===== src/rtl/board_pkg.sv =====
`default_nettype none

package board_pkg;

  // One PS/2 frame, start bit at the bottom after eleven right shifts
  typedef union packed {
    logic [10:0] raw;
    struct packed {
      logic       stop;
      logic       parity;
      logic [7:0] data;
      logic       start;
    } fields;
  } ps2_frame_t;

  // Horizontal periods in clocks
  localparam int H_ACTIVE = 64;
  localparam int H_FRONT  = 4;
  localparam int H_SYNC   = 8;
  localparam int H_BACK   = 4;
  localparam int H_SYNC_START = H_ACTIVE + H_FRONT;
  localparam int H_TOTAL  = H_ACTIVE + H_FRONT + H_SYNC + H_BACK;

  // Vertical periods in lines
  localparam int V_ACTIVE = 48;
  localparam int V_FRONT  = 2;
  localparam int V_SYNC   = 2;
  localparam int V_BACK   = 2;
  localparam int V_SYNC_START = V_ACTIVE + V_FRONT;
  localparam int V_TOTAL  = V_ACTIVE + V_FRONT + V_SYNC + V_BACK;

  // Pixels per displayed code bit
  localparam int BAR_WIDTH = 8;

  // SOS blink, one pattern bit every 2^21 clocks
  localparam int BLINK_STEP_BITS  = 21;
  localparam int BLINK_INDEX_BITS = 5;
  localparam logic [31:0] BLINK_PATTERN = 32'b101010001110111011100010101;

  // Keyboard prefix bytes
  localparam logic [7:0] SC_BREAK  = 8'hF0;
  localparam logic [7:0] SC_EXTEND = 8'hE0;

  // PS/2 input conditioning
  localparam int PS2_SYNC_STAGES  = 2;
  localparam int PS2_STALL_CYCLES = 1024;

endpackage

`default_nettype wire


===== src/rtl/ps2_receiver.sv =====
`default_nettype none

module ps2_receiver (
  input  logic       CLK_16mhz,
  input  logic       arst_n,
  input  logic       ps2_clk,
  input  logic       ps2_data,
  output logic       byte_strobe,
  output logic [7:0] byte_data,
  output logic       frame_error
);

  localparam int SYNC_TOP = board_pkg::PS2_SYNC_STAGES - 1;

  logic [SYNC_TOP:0] clk_sync;
  logic [SYNC_TOP:0] data_sync;
  logic              clk_prev;
  logic              clk_fall;
  logic [3:0]        bit_cnt;
  logic [$clog2(board_pkg::PS2_STALL_CYCLES)-1:0] stall_cnt;
  logic              stalled;
  logic              last_bit;
  logic              frame_ok;

  board_pkg::ps2_frame_t frame;
  board_pkg::ps2_frame_t frame_next;

  // Both keyboard lines idle high
  always_ff @(posedge CLK_16mhz or negedge arst_n) begin
    if (!arst_n) begin
      clk_sync  <= '1;
      data_sync <= '1;
      clk_prev  <= 1'b1;
    end else begin
      clk_sync  <= {clk_sync[SYNC_TOP-1:0], ps2_clk};
      data_sync <= {data_sync[SYNC_TOP-1:0], ps2_data};
      clk_prev  <= clk_sync[SYNC_TOP];
    end
  end

  assign clk_fall = clk_prev & ~clk_sync[SYNC_TOP];
  assign last_bit = (bit_cnt == 4'd10);
  assign stalled  = (stall_cnt == ($bits(stall_cnt))'(board_pkg::PS2_STALL_CYCLES - 1));

  // Bits arrive LSB first, so new bits enter at the top
  always_comb begin
    frame_next.raw = {data_sync[SYNC_TOP], frame.raw[10:1]};
  end

  // Start low, stop high, odd parity over data and parity
  assign frame_ok = (frame_next.fields.start == 1'b0) &&
                    (frame_next.fields.stop == 1'b1) &&
                    (^{frame_next.fields.data, frame_next.fields.parity} == 1'b1);

  always_ff @(posedge CLK_16mhz) begin
    if (clk_fall) begin
      frame <= frame_next;
    end
    if (clk_fall && last_bit) begin
      byte_data <= frame_next.fields.data;
    end
  end

  always_ff @(posedge CLK_16mhz or negedge arst_n) begin
    if (!arst_n) begin
      bit_cnt     <= 4'd0;
      stall_cnt   <= '0;
      byte_strobe <= 1'b0;
      frame_error <= 1'b0;
    end else begin
      byte_strobe <= 1'b0;
      frame_error <= 1'b0;

      if (clk_fall) begin
        if (last_bit) begin
          bit_cnt     <= 4'd0;
          byte_strobe <= frame_ok;
          frame_error <= ~frame_ok;
        end else begin
          bit_cnt <= bit_cnt + 4'd1;
        end
      end else if (stalled) begin
        // Keyboard went quiet mid frame, drop the partial bits
        bit_cnt <= 4'd0;
      end

      // Only counts while a frame is open and the clock sits high
      if (clk_fall || bit_cnt == 4'd0 || !clk_sync[SYNC_TOP] || stalled) begin
        stall_cnt <= '0;
      end else begin
        stall_cnt <= stall_cnt + 1'b1;
      end
    end
  end

endmodule

`default_nettype wire


===== src/rtl/scan_code_tracker.sv =====
`default_nettype none

module scan_code_tracker (
  input  logic       CLK_16mhz,
  input  logic       arst_n,
  input  logic       byte_strobe,
  input  logic [7:0] byte_data,
  input  logic       frame_error,
  output logic [7:0] key_code
);

  // Set after a break prefix, the following byte is the released key
  logic release_pending;
  logic is_break;
  logic is_extend;

  assign is_break  = (byte_data == board_pkg::SC_BREAK);
  assign is_extend = (byte_data == board_pkg::SC_EXTEND);

  always_ff @(posedge CLK_16mhz or negedge arst_n) begin
    if (!arst_n) begin
      release_pending <= 1'b0;
      key_code        <= 8'h00;
    end else if (frame_error) begin
      // A lost byte may have been the release target
      release_pending <= 1'b0;
    end else if (byte_strobe) begin
      if (release_pending) begin
        release_pending <= 1'b0;
      end else if (is_break) begin
        release_pending <= 1'b1;
      end else if (!is_extend) begin
        key_code <= byte_data;
      end
    end
  end

endmodule

`default_nettype wire


===== src/rtl/video_timing.sv =====
`default_nettype none

module video_timing (
  input  logic       CLK_16mhz,
  input  logic       arst_n,
  output logic [6:0] h_count,
  output logic [5:0] v_count,
  output logic       active,
  output logic       hsync,
  output logic       vsync
);

  logic line_end;
  logic frame_end;
  logic h_in_sync;
  logic v_in_sync;

  assign line_end  = (h_count == 7'(board_pkg::H_TOTAL - 1));
  assign frame_end = (v_count == 6'(board_pkg::V_TOTAL - 1));

  // Sync windows start right after the front porch
  assign h_in_sync = (h_count >= 7'(board_pkg::H_SYNC_START)) &&
                     (h_count < 7'(board_pkg::H_SYNC_START + board_pkg::H_SYNC));
  assign v_in_sync = (v_count >= 6'(board_pkg::V_SYNC_START)) &&
                     (v_count < 6'(board_pkg::V_SYNC_START + board_pkg::V_SYNC));

  always_ff @(posedge CLK_16mhz or negedge arst_n) begin
    if (!arst_n) begin
      h_count <= 7'd0;
      v_count <= 6'd0;
    end else if (line_end) begin
      h_count <= 7'd0;
      if (frame_end) begin
        v_count <= 6'd0;
      end else begin
        v_count <= v_count + 6'd1;
      end
    end else begin
      h_count <= h_count + 7'd1;
    end
  end

  // Registered so they line up with the renderer's pixel register
  always_ff @(posedge CLK_16mhz or negedge arst_n) begin
    if (!arst_n) begin
      hsync <= 1'b1;
      vsync <= 1'b1;
    end else begin
      hsync <= ~h_in_sync;
      vsync <= ~v_in_sync;
    end
  end

  assign active = (h_count < 7'(board_pkg::H_ACTIVE)) &&
                  (v_count < 6'(board_pkg::V_ACTIVE));

endmodule

`default_nettype wire


===== src/rtl/code_bar_renderer.sv =====
`default_nettype none

module code_bar_renderer (
  input  logic       CLK_16mhz,
  input  logic       arst_n,
  input  logic [6:0] h_count,
  input  logic       active,
  input  logic [7:0] key_code,
  output logic       vga_pixel
);

  // Bar 0 is the leftmost and shows the MSB
  logic [2:0] bar_idx;
  logic [2:0] bit_sel;
  logic       code_bit;

  // Out of range past the active width, but blanked there anyway
  assign bar_idx  = 3'(h_count / 7'(board_pkg::BAR_WIDTH));
  assign bit_sel  = 3'd7 - bar_idx;
  assign code_bit = key_code[bit_sel];

  always_ff @(posedge CLK_16mhz or negedge arst_n) begin
    if (!arst_n) begin
      vga_pixel <= 1'b0;
    end else begin
      vga_pixel <= active & code_bit;
    end
  end

endmodule

`default_nettype wire


===== src/rtl/sos_blinker.sv =====
`default_nettype none

module sos_blinker (
  input  logic CLK_16mhz,
  input  logic arst_n,
  output logic led
);

  localparam int CNT_BITS = board_pkg::BLINK_STEP_BITS + board_pkg::BLINK_INDEX_BITS;

  logic [CNT_BITS-1:0]                   blink_cnt;
  logic [board_pkg::BLINK_INDEX_BITS-1:0] pattern_idx;

  always_ff @(posedge CLK_16mhz or negedge arst_n) begin
    if (!arst_n) begin
      blink_cnt <= '0;
    end else begin
      blink_cnt <= blink_cnt + 1'b1;
    end
  end

  // Upper counter bits walk through the pattern
  assign pattern_idx = blink_cnt[CNT_BITS-1:board_pkg::BLINK_STEP_BITS];
  assign led         = board_pkg::BLINK_PATTERN[pattern_idx];

endmodule

`default_nettype wire


===== src/rtl/board_top.sv =====
`default_nettype none

module board_top (
  input  logic CLK_16mhz,
  input  logic arst_n,
  input  logic ps2_clk,
  input  logic ps2_data,
  output logic hsync,
  output logic vsync,
  output logic vga_pixel,
  output logic led
);

  // Keyboard path
  logic       byte_strobe;
  logic [7:0] byte_data;
  logic       frame_error;
  logic [7:0] key_code;

  // Video path
  logic [6:0] h_count;
  logic       active;

  ps2_receiver u_ps2_receiver (
    .CLK_16mhz   (CLK_16mhz),
    .arst_n      (arst_n),
    .ps2_clk     (ps2_clk),
    .ps2_data    (ps2_data),
    .byte_strobe (byte_strobe),
    .byte_data   (byte_data),
    .frame_error (frame_error)
  );

  scan_code_tracker u_scan_code_tracker (
    .CLK_16mhz   (CLK_16mhz),
    .arst_n      (arst_n),
    .byte_strobe (byte_strobe),
    .byte_data   (byte_data),
    .frame_error (frame_error),
    .key_code    (key_code)
  );

  // Line number is folded into active, the renderer needs no v_count
  video_timing u_video_timing (
    .CLK_16mhz (CLK_16mhz),
    .arst_n    (arst_n),
    .h_count   (h_count),
    .v_count   (),
    .active    (active),
    .hsync     (hsync),
    .vsync     (vsync)
  );

  code_bar_renderer u_code_bar_renderer (
    .CLK_16mhz (CLK_16mhz),
    .arst_n    (arst_n),
    .h_count   (h_count),
    .active    (active),
    .key_code  (key_code),
    .vga_pixel (vga_pixel)
  );

  // Status LED, shows the design is loaded and clocked
  sos_blinker u_sos_blinker (
    .CLK_16mhz (CLK_16mhz),
    .arst_n    (arst_n),
    .led       (led)
  );

endmodule

`default_nettype wire


===== config.mk =====
export PLATFORM = sky130hd
export DESIGN_NAME = board_top
export DESIGN_NICKNAME = d
export VERILOG_FILES = /design/src/rtl/board_pkg.sv /design/src/rtl/ps2_receiver.sv /design/src/rtl/scan_code_tracker.sv /design/src/rtl/video_timing.sv /design/src/rtl/code_bar_renderer.sv /design/src/rtl/sos_blinker.sv /design/src/rtl/board_top.sv
export SDC_FILE = /design/constraint.sdc
export NUM_CORES = 1
export LEC_CHECK = 0
export BUFFER_PORTS_ARGS = -buffer_cell sky130_fd_sc_hd__buf_2
export CAP_MARGIN = 30
export CORE_ASPECT_RATIO = 1.2
export CORE_MARGIN = 2
export CORE_UTILIZATION = 28
export CTS_BUF_LIST = sky130_fd_sc_hd__clkbuf_16
export CTS_CLUSTER_SIZE = 24
export DETAILED_ROUTE_END_ITERATION = 8
export SETUP_SLACK_MARGIN = 0.05
export SLEW_MARGIN = 20
export SYNTH_ARGS = -nofsm -noshare
export SYNTH_HDL_FRONTEND = slang
export SYNTH_SLANG_ARGS = --single-unit

===== constraint.sdc =====
create_clock -name CLK_16mhz -period 1.82 [get_ports CLK_16mhz]
set_clock_uncertainty 0.15 [all_clocks]
set_input_delay 0.273 -clock CLK_16mhz [delete_from_list [all_inputs] [get_ports CLK_16mhz]]
set_output_delay 0.273 -clock CLK_16mhz [all_outputs]
set_load 0.05 [all_outputs]

==> flow_metrics.tcl, run 1 <==
set metrics [dict create \
    r2r_cells 4 \
    synth_edf_count 18 \
    grt_max_degree 30 \
    synthDistinctLibCells 46 \
    grt_remaining_overflow 0 \
    violations "setup timing" \
    drt-total-wl_mm 6.28 \
    initial_utilization_pct 28.8 \
    routedWlPerCell_um 12.3 \
    core_area_um2 13300 \
    dr.first_iter.drc_count 102 \
    clockPowerShare_pct 42.3 \
    clock_latency_ns 0.34 \
    start_kind "flop" \
    dp_cells 490 \
    async_flop_share_pct 80.0 \
    min_from "u_ps2_receiver.clk_sync[0]" \
    setup_viol 1 \
    outcome "finished with violations" \
    max_freq_ghz 0.505 \
    rows 46 \
    r2r-end "u_ps2_receiver.byte_data[4]" \
    layout-drive-gt1-share_pct 22.1 \
    leakage_nw 2.05 \
    maxCapViolCount 0 \
    placed_area_um2 4220 \
    boundaryPins 8 \
    cp.arrival_ns 1.56 \
    syn_to_final_growth_pct 21.6 \
    worstHoldPathCells 0 \
    dp_hpwl_mm 4.20 \
    power_density_nw_per_um2 949 \
    avgSynthCellArea_um2 12.7 \
    setup_ws_ns -0.159 \
    vias_per_cell 4.55 \
    finalCritPeriodShare_pct 109 \
    fin_util_pct 35.0 \
    finalPower_mw 4.42 \
    final_max_slew_viol_count 0 \
    ir_drop_mv 0.442 \
    yosys_register_bits 90 \
    ff2ff_setup_slack_ns 0.14 \
    hp-class "reg -> reg" \
    synthCells 301 \
    yosysTopAreaCellShare_pct 42.5 \
    antenna_cells 0 \
    final_cells 512 \
    fin_crit_ns 1.98 \
    crit_required_ns 1.40 \
    tritoncts "done" \
    grt_pass1_vias 2428 \
    final_common_cell "dfrtp_1" \
    postLayoutCellArea_um2 4660 \
    cts_inserted_buffers 9 \
    most-common-layout-cells "dfrtp_1 (64), xnor2_1 (24), nor2_1 (23)" \
    path_max_fanout 4 \
    switchingPower_mw 1.04 \
    slew_headroom_pct 67.4 \
    cts_root_buf "clkbuf_16" \
    die_h_um 132 \
    first_pass_iters 4 \
    grt.total_usage_pct 9.19 \
    rsz0062_at_grt "true" \
    dr_total_vias 2328 \
    ant_nets 0 \
    seq_area_frac_synth_pct 61.4 \
    fin_tns_setup_ns -0.159 \
    internal_power_mw 3.38 \
    path_cells "nand2b_4 > a22o_1 > a222oi_1 > buf_4" \
    place.port_buffers 7 \
    clock_path_buffers 2 \
    seqPwrFrac_pct 50.0 \
    syn-cell-area_um2 3830 \
    nets 351 \
    switching_share_pct 23.5 \
    hold_end "u_ps2_receiver.clk_sync[1]" \
    holdWs_ns 0.207 \
    gp_congestion 0.746 \
    cp_num_buf_inv 1 \
    pre_cts_slack_ns 0.0235 \
    antenna_found_initial 0 \
    cpLargestDelayFamily "flip-flops" \
    path_class "reg -> out" \
    grt_pass1_wl_mm 10.9 \
    ys.flop_type "dfrtp_1" \
    end_kind "output pin" \
    dieWidth_um 111 \
    regToRegStartpoint "u_ps2_receiver.bit_cnt[1]" \
    p_comb_share_pct 7.7 \
    syn-num-nets 313 \
    clkSlewWorstSetupHoldPaths_ns 0.07 \
    hold_viol 0 \
    cpPeakStageDelay_ns 0.41 \
    htreeDepth 3 \
    crit_start "u_sos_blinker.blink_cnt[24]" \
    drc_errors 0 \
    synth.largest_area_cell "dfrtp_1" \
    die_area_um2 14600 \
    cts_sinks 90 \
    yosysWarnings 0 \
    ys_top_cells_by_area "dfrtp_1 (42%), edfxtp_1 (14%), xnor2_1 (5.7%)" \
    worst_pin_slew_ns 0.489 \
    slowest_stage "dfrtp_1" \
]
[registers in the layout, indices dropped and copies added (netlist names)]
register	flops
u_ps2_receiver.frame	10
u_ps2_receiver.clk_sync	2
u_video_timing.hsync	1
u_video_timing.h_count	7
u_ps2_receiver.byte_strobe	1
u_video_timing.v_count	6
u_sos_blinker.blink_cnt	26
u_ps2_receiver.stall_cnt	10
u_ps2_receiver.frame_error	1
u_scan_code_tracker.release_pending	1
u_ps2_receiver.bit_cnt	4
u_ps2_receiver.byte_data	8
u_ps2_receiver.clk_prev	1
u_code_bar_renderer.vga_pixel	1
u_video_timing.vsync	1
u_ps2_receiver.data_sync	2
u_scan_code_tracker.key_code	8
[cell usage after synthesis, types with 2 or more instances]
| master | n |
|---|---|
| dfrtp_1 | 65 |
| xnor2_1 | 25 |
| nor2_1 | 24 |
| nand3_1 | 22 |
| edfxtp_1 | 18 |
| nand2_1 | 18 |
| xor2_1 | 18 |
| inv_1 | 9 |
| ha_1 | 8 |
| o21ai_0 | 8 |
| and3_1 | 7 |
| dfstp_2 | 7 |
| mux2_2 | 6 |
| nor2b_1 | 6 |
| nand4_1 | 5 |
| a21o_1 | 4 |
| and4_1 | 4 |
| nand2b_1 | 4 |
| nor3b_1 | 3 |
| nor4_1 | 3 |
| o22a_1 | 3 |
| a21oi_1 | 2 |
| a22o_1 | 2 |
| and2_1 | 2 |
| buf_2 | 2 |
| clkbuf_1 | 2 |
| mux4_2 | 2 |
| nand3b_1 | 2 |
| nand4b_1 | 2 |
| nor3_1 | 2 |
[power by group through the flow]
| stage | sequential [mW] | combinational, mW | clock [mW] |
|---|---|---|---|
| 4_1_cts | 2.21 | 0.337 | 1.94 |
| 2_1_floorplan | 2.25 | 0.167 | 0 |
| 6_report | 2.21 | 0.340 | 1.87 |
| 3_5_place_dp | 2.25 | 0.327 | 0 |
| 3_3_place_gp | 2.24 | 0.312 | 0 |
| 5_1_grt | 2.22 | 0.387 | 2.01 |
[cell families (layout without fill, tap and decap cells)]
family / Yosys count / after routing / synth area share, %
DFF: 90 / 90 / 61.4
and+or+nand+nor: 109 / 109 / 15.8
muxes: 9 / 9 / 3.20
xor gates and xnor gates: 44 / 44 / 10.4
buffers and inverters: 13 / 56 / 1.34
AOI/OAI and AO/OA: 28 / 28 / 5.16
adders and majority gates: 8 / 8 / 2.61
[timing repair]
| action | 4_1_cts | 5_1_grt |
|---|---|---|
| hold endpoints to repair | 17 | 0 |
| setup endpoints to repair | 10 | 25 |
| gates resized for setup | 4 | 14 |
| hold buffers | 3 | 0 |
| buffers inserted | 1 | 1 |
| gates cloned | 1 | 0 |
[layer usage]
| metal | vias up | wire (um) | global-route usage [%] |
|---|---|---|---|
| li1 | 1137 | - | - |
| met1 | 1158 | 2790 | 10.4 |
| met2 | 24 | 3180 | 15.9 |
| met3 | 9 | 193 | 2.90 |
| met4 | 0 | 115 | 4.03 |
| met5 | - | 0 | 0 |
[area by class of cell]
type | count | area, um2
clock buffers | 9 | 225
clock inverters | 7 | 77.6
fillers | 1302 | 8640
inverters | 9 | 36.3
multi-input cells | 198 | 1510
flip-flops and latches | 90 | 2350
well taps | 168 | 210
repair buffers | 30 | 243
repair inverters | 1 | 7.51
[how the worst max path moves through the flow]
| stage | to | slack, ns | cells past startpoint |
|---|---|---|---|
| finish | led | -0.16 | 4 |
| global route | led | -0.25 | 4 |
| CTS | led | -0.16 | 4 |
| detailed placement | u_ps2_receiver.byte_data[3] | 0.02 | 5 |
| global placement | u_ps2_receiver.byte_data[5] | 0.07 | 5 |
| floorplan | led | -0.53 | 3 |
No activity file was read; power rests on OpenSTA's default activity.
==> run 2: changes to the inputs <==
- BUFFER_PORTS_ARGS: -buffer_cell sky130_fd_sc_hd__buf_2 -> unset
- DONT_BUFFER_PORTS: unset -> 1
==> run 2 against run 1 <==
Net effect: the run ends with hold timing, setup timing left; critical path depth stayed put; hold slack worse by 0.72 ns; final cell count is 2.3% lower; first-iteration DRC count is 9.8% higher; largest power group unchanged.
==> flow_metrics.tcl, run 2 (synthesized netlist as in run 1, its figures left out) <==
set metrics [dict create \
    core_area_um2 13300 \
    fin_util_pct 34.2 \
    finalCritPeriodShare_pct 108 \
    place.port_buffers 0 \
    grt_pass1_vias 2370 \
    initial_utilization_pct 28.8 \
    final_max_slew_viol_count 0 \
    routedWlPerCell_um 12.0 \
    cts_hold_buffers 2 \
    boundaryPins 8 \
    ir_drop_mv 0.453 \
    crit_required_ns 1.40 \
    postLayoutCellArea_um2 4550 \
    reg_top3 "u_sos_blinker.blink_cnt x26, u_ps2_receiver.frame x10, u_ps2_receiver.stall_cnt x10" \
    cpPeakStageDelay_ns 0.41 \
    final_common_cell "dfrtp_1" \
    clock_path_buffers 2 \
    grt_pass1_wl_mm 10.9 \
    grt_remaining_overflow 0 \
    outcome "finished with violations" \
    dieWidth_um 111 \
    grt_max_degree 73 \
    gp_congestion 0.731 \
    grt.total_usage_pct 9.08 \
    antenna_cells 0 \
    setup_ws_ns -0.152 \
    fin_tns_setup_ns -0.152 \
    antenna_found_initial 0 \
    cts_inserted_buffers 9 \
    pre_cts_slack_ns 0.0103 \
    syn_to_final_growth_pct 18.8 \
    dr_total_vias 2288 \
    fill_cells 1285 \
    path_class "reg -> out" \
    holdWs_ns -0.516 \
    hp-class "in -> async" \
    die_area_um2 14600 \
    die_h_um 132 \
    worst_pin_slew_ns 0.436 \
    clkSlewWorstSetupHoldPaths_ns 0.06 \
    top_register "u_sos_blinker.blink_cnt" \
    cts_root_buf "clkbuf_16" \
    tritoncts "done" \
    max_freq_ghz 0.507 \
    layout-drive-gt1-share_pct 20.5 \
    end_kind "output pin" \
    cts_sinks 90 \
    ff2ff_setup_slack_ns 0.12 \
    fin_crit_ns 1.97 \
    setup_viol 1 \
    slew_headroom_pct 70.9 \
    most-common-layout-cells "dfrtp_1 (62), xnor2_1 (25), nor2_1 (23)" \
    dr.first_iter.drc_count 112 \
    htreeDepth 3 \
    largest_reg_flops 26 \
    rows 46 \
    hold_viol 72 \
    dp_hpwl_mm 3.99 \
    path_cells "nand2b_4 > a22o_1 > a222oi_1 > buf_4" \
    power_density_nw_per_um2 947 \
    regToRegStartpoint "u_ps2_receiver.bit_cnt[0]" \
    start_kind "flop" \
    r2r-end "u_ps2_receiver.byte_data[0]" \
    rsz0062_at_grt "true" \
    first_pass_iters 4 \
    slowest_stage "dfrtp_1" \
    r2r_cells 5 \
    leakage_nw 1.98 \
    placed_area_um2 4140 \
    nets 339 \
    clock_latency_ns 0.34 \
    maxCapViolCount 0 \
    drt-total-wl_mm 6.00 \
    path_max_fanout 4 \
    drc_errors 0 \
    cp.arrival_ns 1.55 \
    ant_nets 0 \
    multi_input_area_um2 1510 \
    violations "hold timing, setup timing" \
    seq_area_um2 2350 \
    vias_per_cell 4.58 \
]
## run 2: worst max-delay path by stage
stage / start / to / slack [ns]
after floorplan: u_sos_blinker.blink_cnt[24] / led / -0.53
after global placement: u_ps2_receiver.bit_cnt[0] / u_ps2_receiver.byte_data[3] / 0.08
after detailed placement: u_ps2_receiver.bit_cnt[0] / u_ps2_receiver.byte_data[3] / 0.01
after CTS: u_sos_blinker.blink_cnt[24] / led / -0.16
after global routing: u_sos_blinker.blink_cnt[24] / led / -0.29
final: u_sos_blinker.blink_cnt[24] / led / -0.15
## run 2: worst max-delay path, delay by kind of cell (launching register included)
kind | cells | cell delay [ns]
AO/OA/AOI/OAI | 2 | 0.41
flip-flops | 1 | 0.41
AND/OR/NAND/NOR | 1 | 0.14
buffers and inverters | 1 | 0.26
## run 2: area by class of cell
cell class,instances,area share [%]
clock inverters,7,1.51
clock buffers,9,4.95
repair inverters,1,0.165
flip-flops and latches,90,51.8
well taps,168,4.62
inverters,9,0.798
repair buffers,18,3.08
multi-input cells,198,33.1
## run 2: metal layers
metal  part of all wire, %  GRT usage (%)  up-vias
li1                      -              -     1110
met5                     0              0        -
met2                    50           14.8       25
met3                   3.6           3.40        6
met1                    45           10.9     1147
met4                   1.4           3.61        0
## run 2: where the power goes
group / internal, mW / leakage (nW) / switching [mW]
Combinational: 0.139 / 0.729 / 0.128
Sequential: 2.14 / 1.11 / 0.0765
Clock: 1.06 / 0.143 / 0.758
Total: 3.34 / 1.98 / 0.963
## run 2: through the flow
step           std cells  power [mW]
3_5_place_dp         480        2.52
6_report             500        4.31
5_1_grt              500        4.53
2_1_floorplan        301        2.41
3_3_place_gp         480        2.50
4_1_cts              500        4.38
## run 2: repair_timing
action                                  4_1_cts  5_1_grt
buffers inserted                              1        0
endpoints found under the hold margin        74       72
endpoints found under the setup margin       10       25
resized for setup                             3       17
cloned                                        1        0
pin swaps                                     0        0
==> run 3: changes to the inputs <==
- PLACE_DENSITY_LB_ADDON: unset -> 0.25
==> run 3 against run 2 <==
Net effect: the flow still finishes with violations (hold timing, setup timing); sequential share of layout area is 0.67 points lower; non-clock buffer count is 5 higher; utilization is 0.40 points higher; critical path type unchanged.
==> flow_metrics.tcl, run 3 (synthesized netlist as in run 1, its figures left out) <==
set metrics [dict create \
    antenna_found_initial 0 \
    slew_headroom_pct 70.9 \
    setup_ws_ns -0.204 \
    rsz0062_at_grt "true" \
    path_max_fanout 4 \
    seqPwrFrac_pct 49.0 \
    fill_cells 1293 \
    initial_utilization_pct 28.8 \
    ant_nets 0 \
    postLayoutCellArea_um2 4600 \
    rows 46 \
    grt.total_usage_pct 9.14 \
    htreeDepth 3 \
    worst_pin_slew_ns 0.437 \
    dieWidth_um 111 \
    p_comb_share_pct 6.3 \
    grt_max_degree 73 \
    die_area_um2 14600 \
    seq_area_um2 2350 \
    boundaryPins 8 \
    tritoncts "done" \
    clkSlewWorstSetupHoldPaths_ns 0.07 \
    first_pass_iters 4 \
    switchingPower_mw 1.00 \
    placed_area_um2 4160 \
    die_h_um 132 \
    routedWlPerCell_um 12.3 \
    grt_remaining_overflow 0 \
    syn_to_final_growth_pct 20.2 \
    violations "hold timing, setup timing" \
    dr.first_iter.drc_count 92 \
    power_density_nw_per_um2 981 \
    hp-class "in -> async" \
    fin_tns_setup_ns -0.204 \
    grt_pass1_vias 2311 \
    crit_required_ns 1.40 \
    antenna_cells 0 \
    drc_errors 0 \
    holdWs_ns -0.532 \
    nets 344 \
    reg_top3 "u_sos_blinker.blink_cnt x26, u_ps2_receiver.frame x10, u_ps2_receiver.stall_cnt x10" \
    cts_hold_buffers 2 \
    ir_drop_mv 0.600 \
    start_kind "flop" \
    gp_congestion 0.725 \
    finalCritPeriodShare_pct 111 \
    place.port_buffers 0 \
    outcome "finished with violations" \
    maxCapViolCount 0 \
    internal_power_mw 3.51 \
    core_area_um2 13300 \
    top_register "u_sos_blinker.blink_cnt" \
    cts_inserted_buffers 9 \
    max_freq_ghz 0.494 \
    path_class "reg -> out" \
    hold_viol 72 \
    clockPowerShare_pct 44.7 \
    cts_root_buf "clkbuf_16" \
    end_kind "output pin" \
    final_common_cell "dfrtp_1" \
    vias_per_cell 4.53 \
    fin_crit_ns 2.02 \
    largest_reg_flops 26 \
    most-common-layout-cells "dfrtp_1 (65), xnor2_1 (24), nor2_1 (23)" \
    layout-drive-gt1-share_pct 20.8 \
    grt_pass1_wl_mm 10.7 \
    setup_viol 1 \
    clock_latency_ns 0.34 \
    dp_hpwl_mm 4.16 \
    leakage_nw 2.00 \
    clock_path_buffers 2 \
    drt-total-wl_mm 6.22 \
    dr_total_vias 2290 \
    final_max_slew_viol_count 0 \
    cts_sinks 90 \
    switching_share_pct 22.2 \
    cp.arrival_ns 1.60 \
    multi_input_area_um2 1490 \
]
[run 3: cell count changes in the layout (fill, tap and decap cells not counted), moves of 2 or more]
cell	before	now
buf_4	16	21
clkinv_4	1	3
dfrtp_2	3	0
dfrtp_1	62	65
[run 3: layer usage]
metal | up-vias | part of all wire, % | routed length, um | global-route usage, %
met5 | - | 0 | 0 | 0
met4 | 0 | 1.6 | 102 | 4.17
met3 | 9 | 3.2 | 196 | 3.31
met2 | 25 | 48 | 2980 | 14.4
met1 | 1124 | 47 | 2940 | 11.2
li1 | 1132 | - | - | -
[run 3: worst paths after layout]
check                      slack, ns  cells after the start                        start                          end
max                            -0.20                      4  u_sos_blinker.blink_cnt[24]                          led
min                            -0.53                      0                       arst_n  u_ps2_receiver.stall_cnt[4]
max reg2reg                     0.14                      5    u_ps2_receiver.bit_cnt[0]  u_ps2_receiver.byte_data[0]
min reg2reg                     0.21                      0  u_ps2_receiver.data_sync[0]  u_ps2_receiver.data_sync[1]
max in group asynchronous       1.83                      0                       arst_n         u_video_timing.vsync
min in group CLK_16mhz          0.21                      0  u_ps2_receiver.data_sync[0]  u_ps2_receiver.data_sync[1]
[run 3: area by class of cell]
| type | count | area share (%) |
|---|---|---|
| Sequential cell | 90 | 51.1 |
| Timing Repair inverter | 1 | 0.163 |
| Tap cell | 168 | 4.57 |
| Timing Repair Buffer | 23 | 3.86 |
| Clock buffer | 9 | 4.90 |
| Inverter | 9 | 0.789 |
| Multi-Input combinational cell | 198 | 32.4 |
| Clock inverter | 7 | 2.23 |
[run 3: power by group through the flow]
stage,sequential [mW],combinational [mW],clock (mW)
3_5_place_dp,2.25,0.274,0
3_3_place_gp,2.25,0.268,0
5_1_grt,2.22,0.329,2.16
4_1_cts,2.21,0.280,2.09
2_1_floorplan,2.25,0.167,0
6_report,2.21,0.283,2.02
[run 3: worst max-delay path, cell delays in order, from the launching register on]
cell and delay (ns):
dfrtp_1 0.41, nand2b_4 0.15, a22o_1 0.17, a222oi_1 0.26, buf_4 0.27
[run 3: metrics by stage]
stage	power [mW]	std cells	worst slack [ns]	utilization (%)	hold slack, ns
3_5_place_dp	2.53	483	0.0268	31.3	-0.171
6_report	4.51	505	-0.204	34.6	-0.532
5_1_grt	4.71	505	-0.268	34.6	-0.551
2_1_floorplan	2.41	301	-0.534	-	-0.173
3_3_place_gp	2.52	483	0.0745	31.3	-0.170
4_1_cts	4.59	503	-0.209	34.2	-0.545
[run 3: timing repair]
item / in CTS / in global routing
pin swaps: 0 / 1
hold endpoints to repair: 74 / 72
gates resized for setup: 4 / 9
cloned: 1 / 0
setup endpoints to repair: 15 / 31
setup buffers: 1 / 2
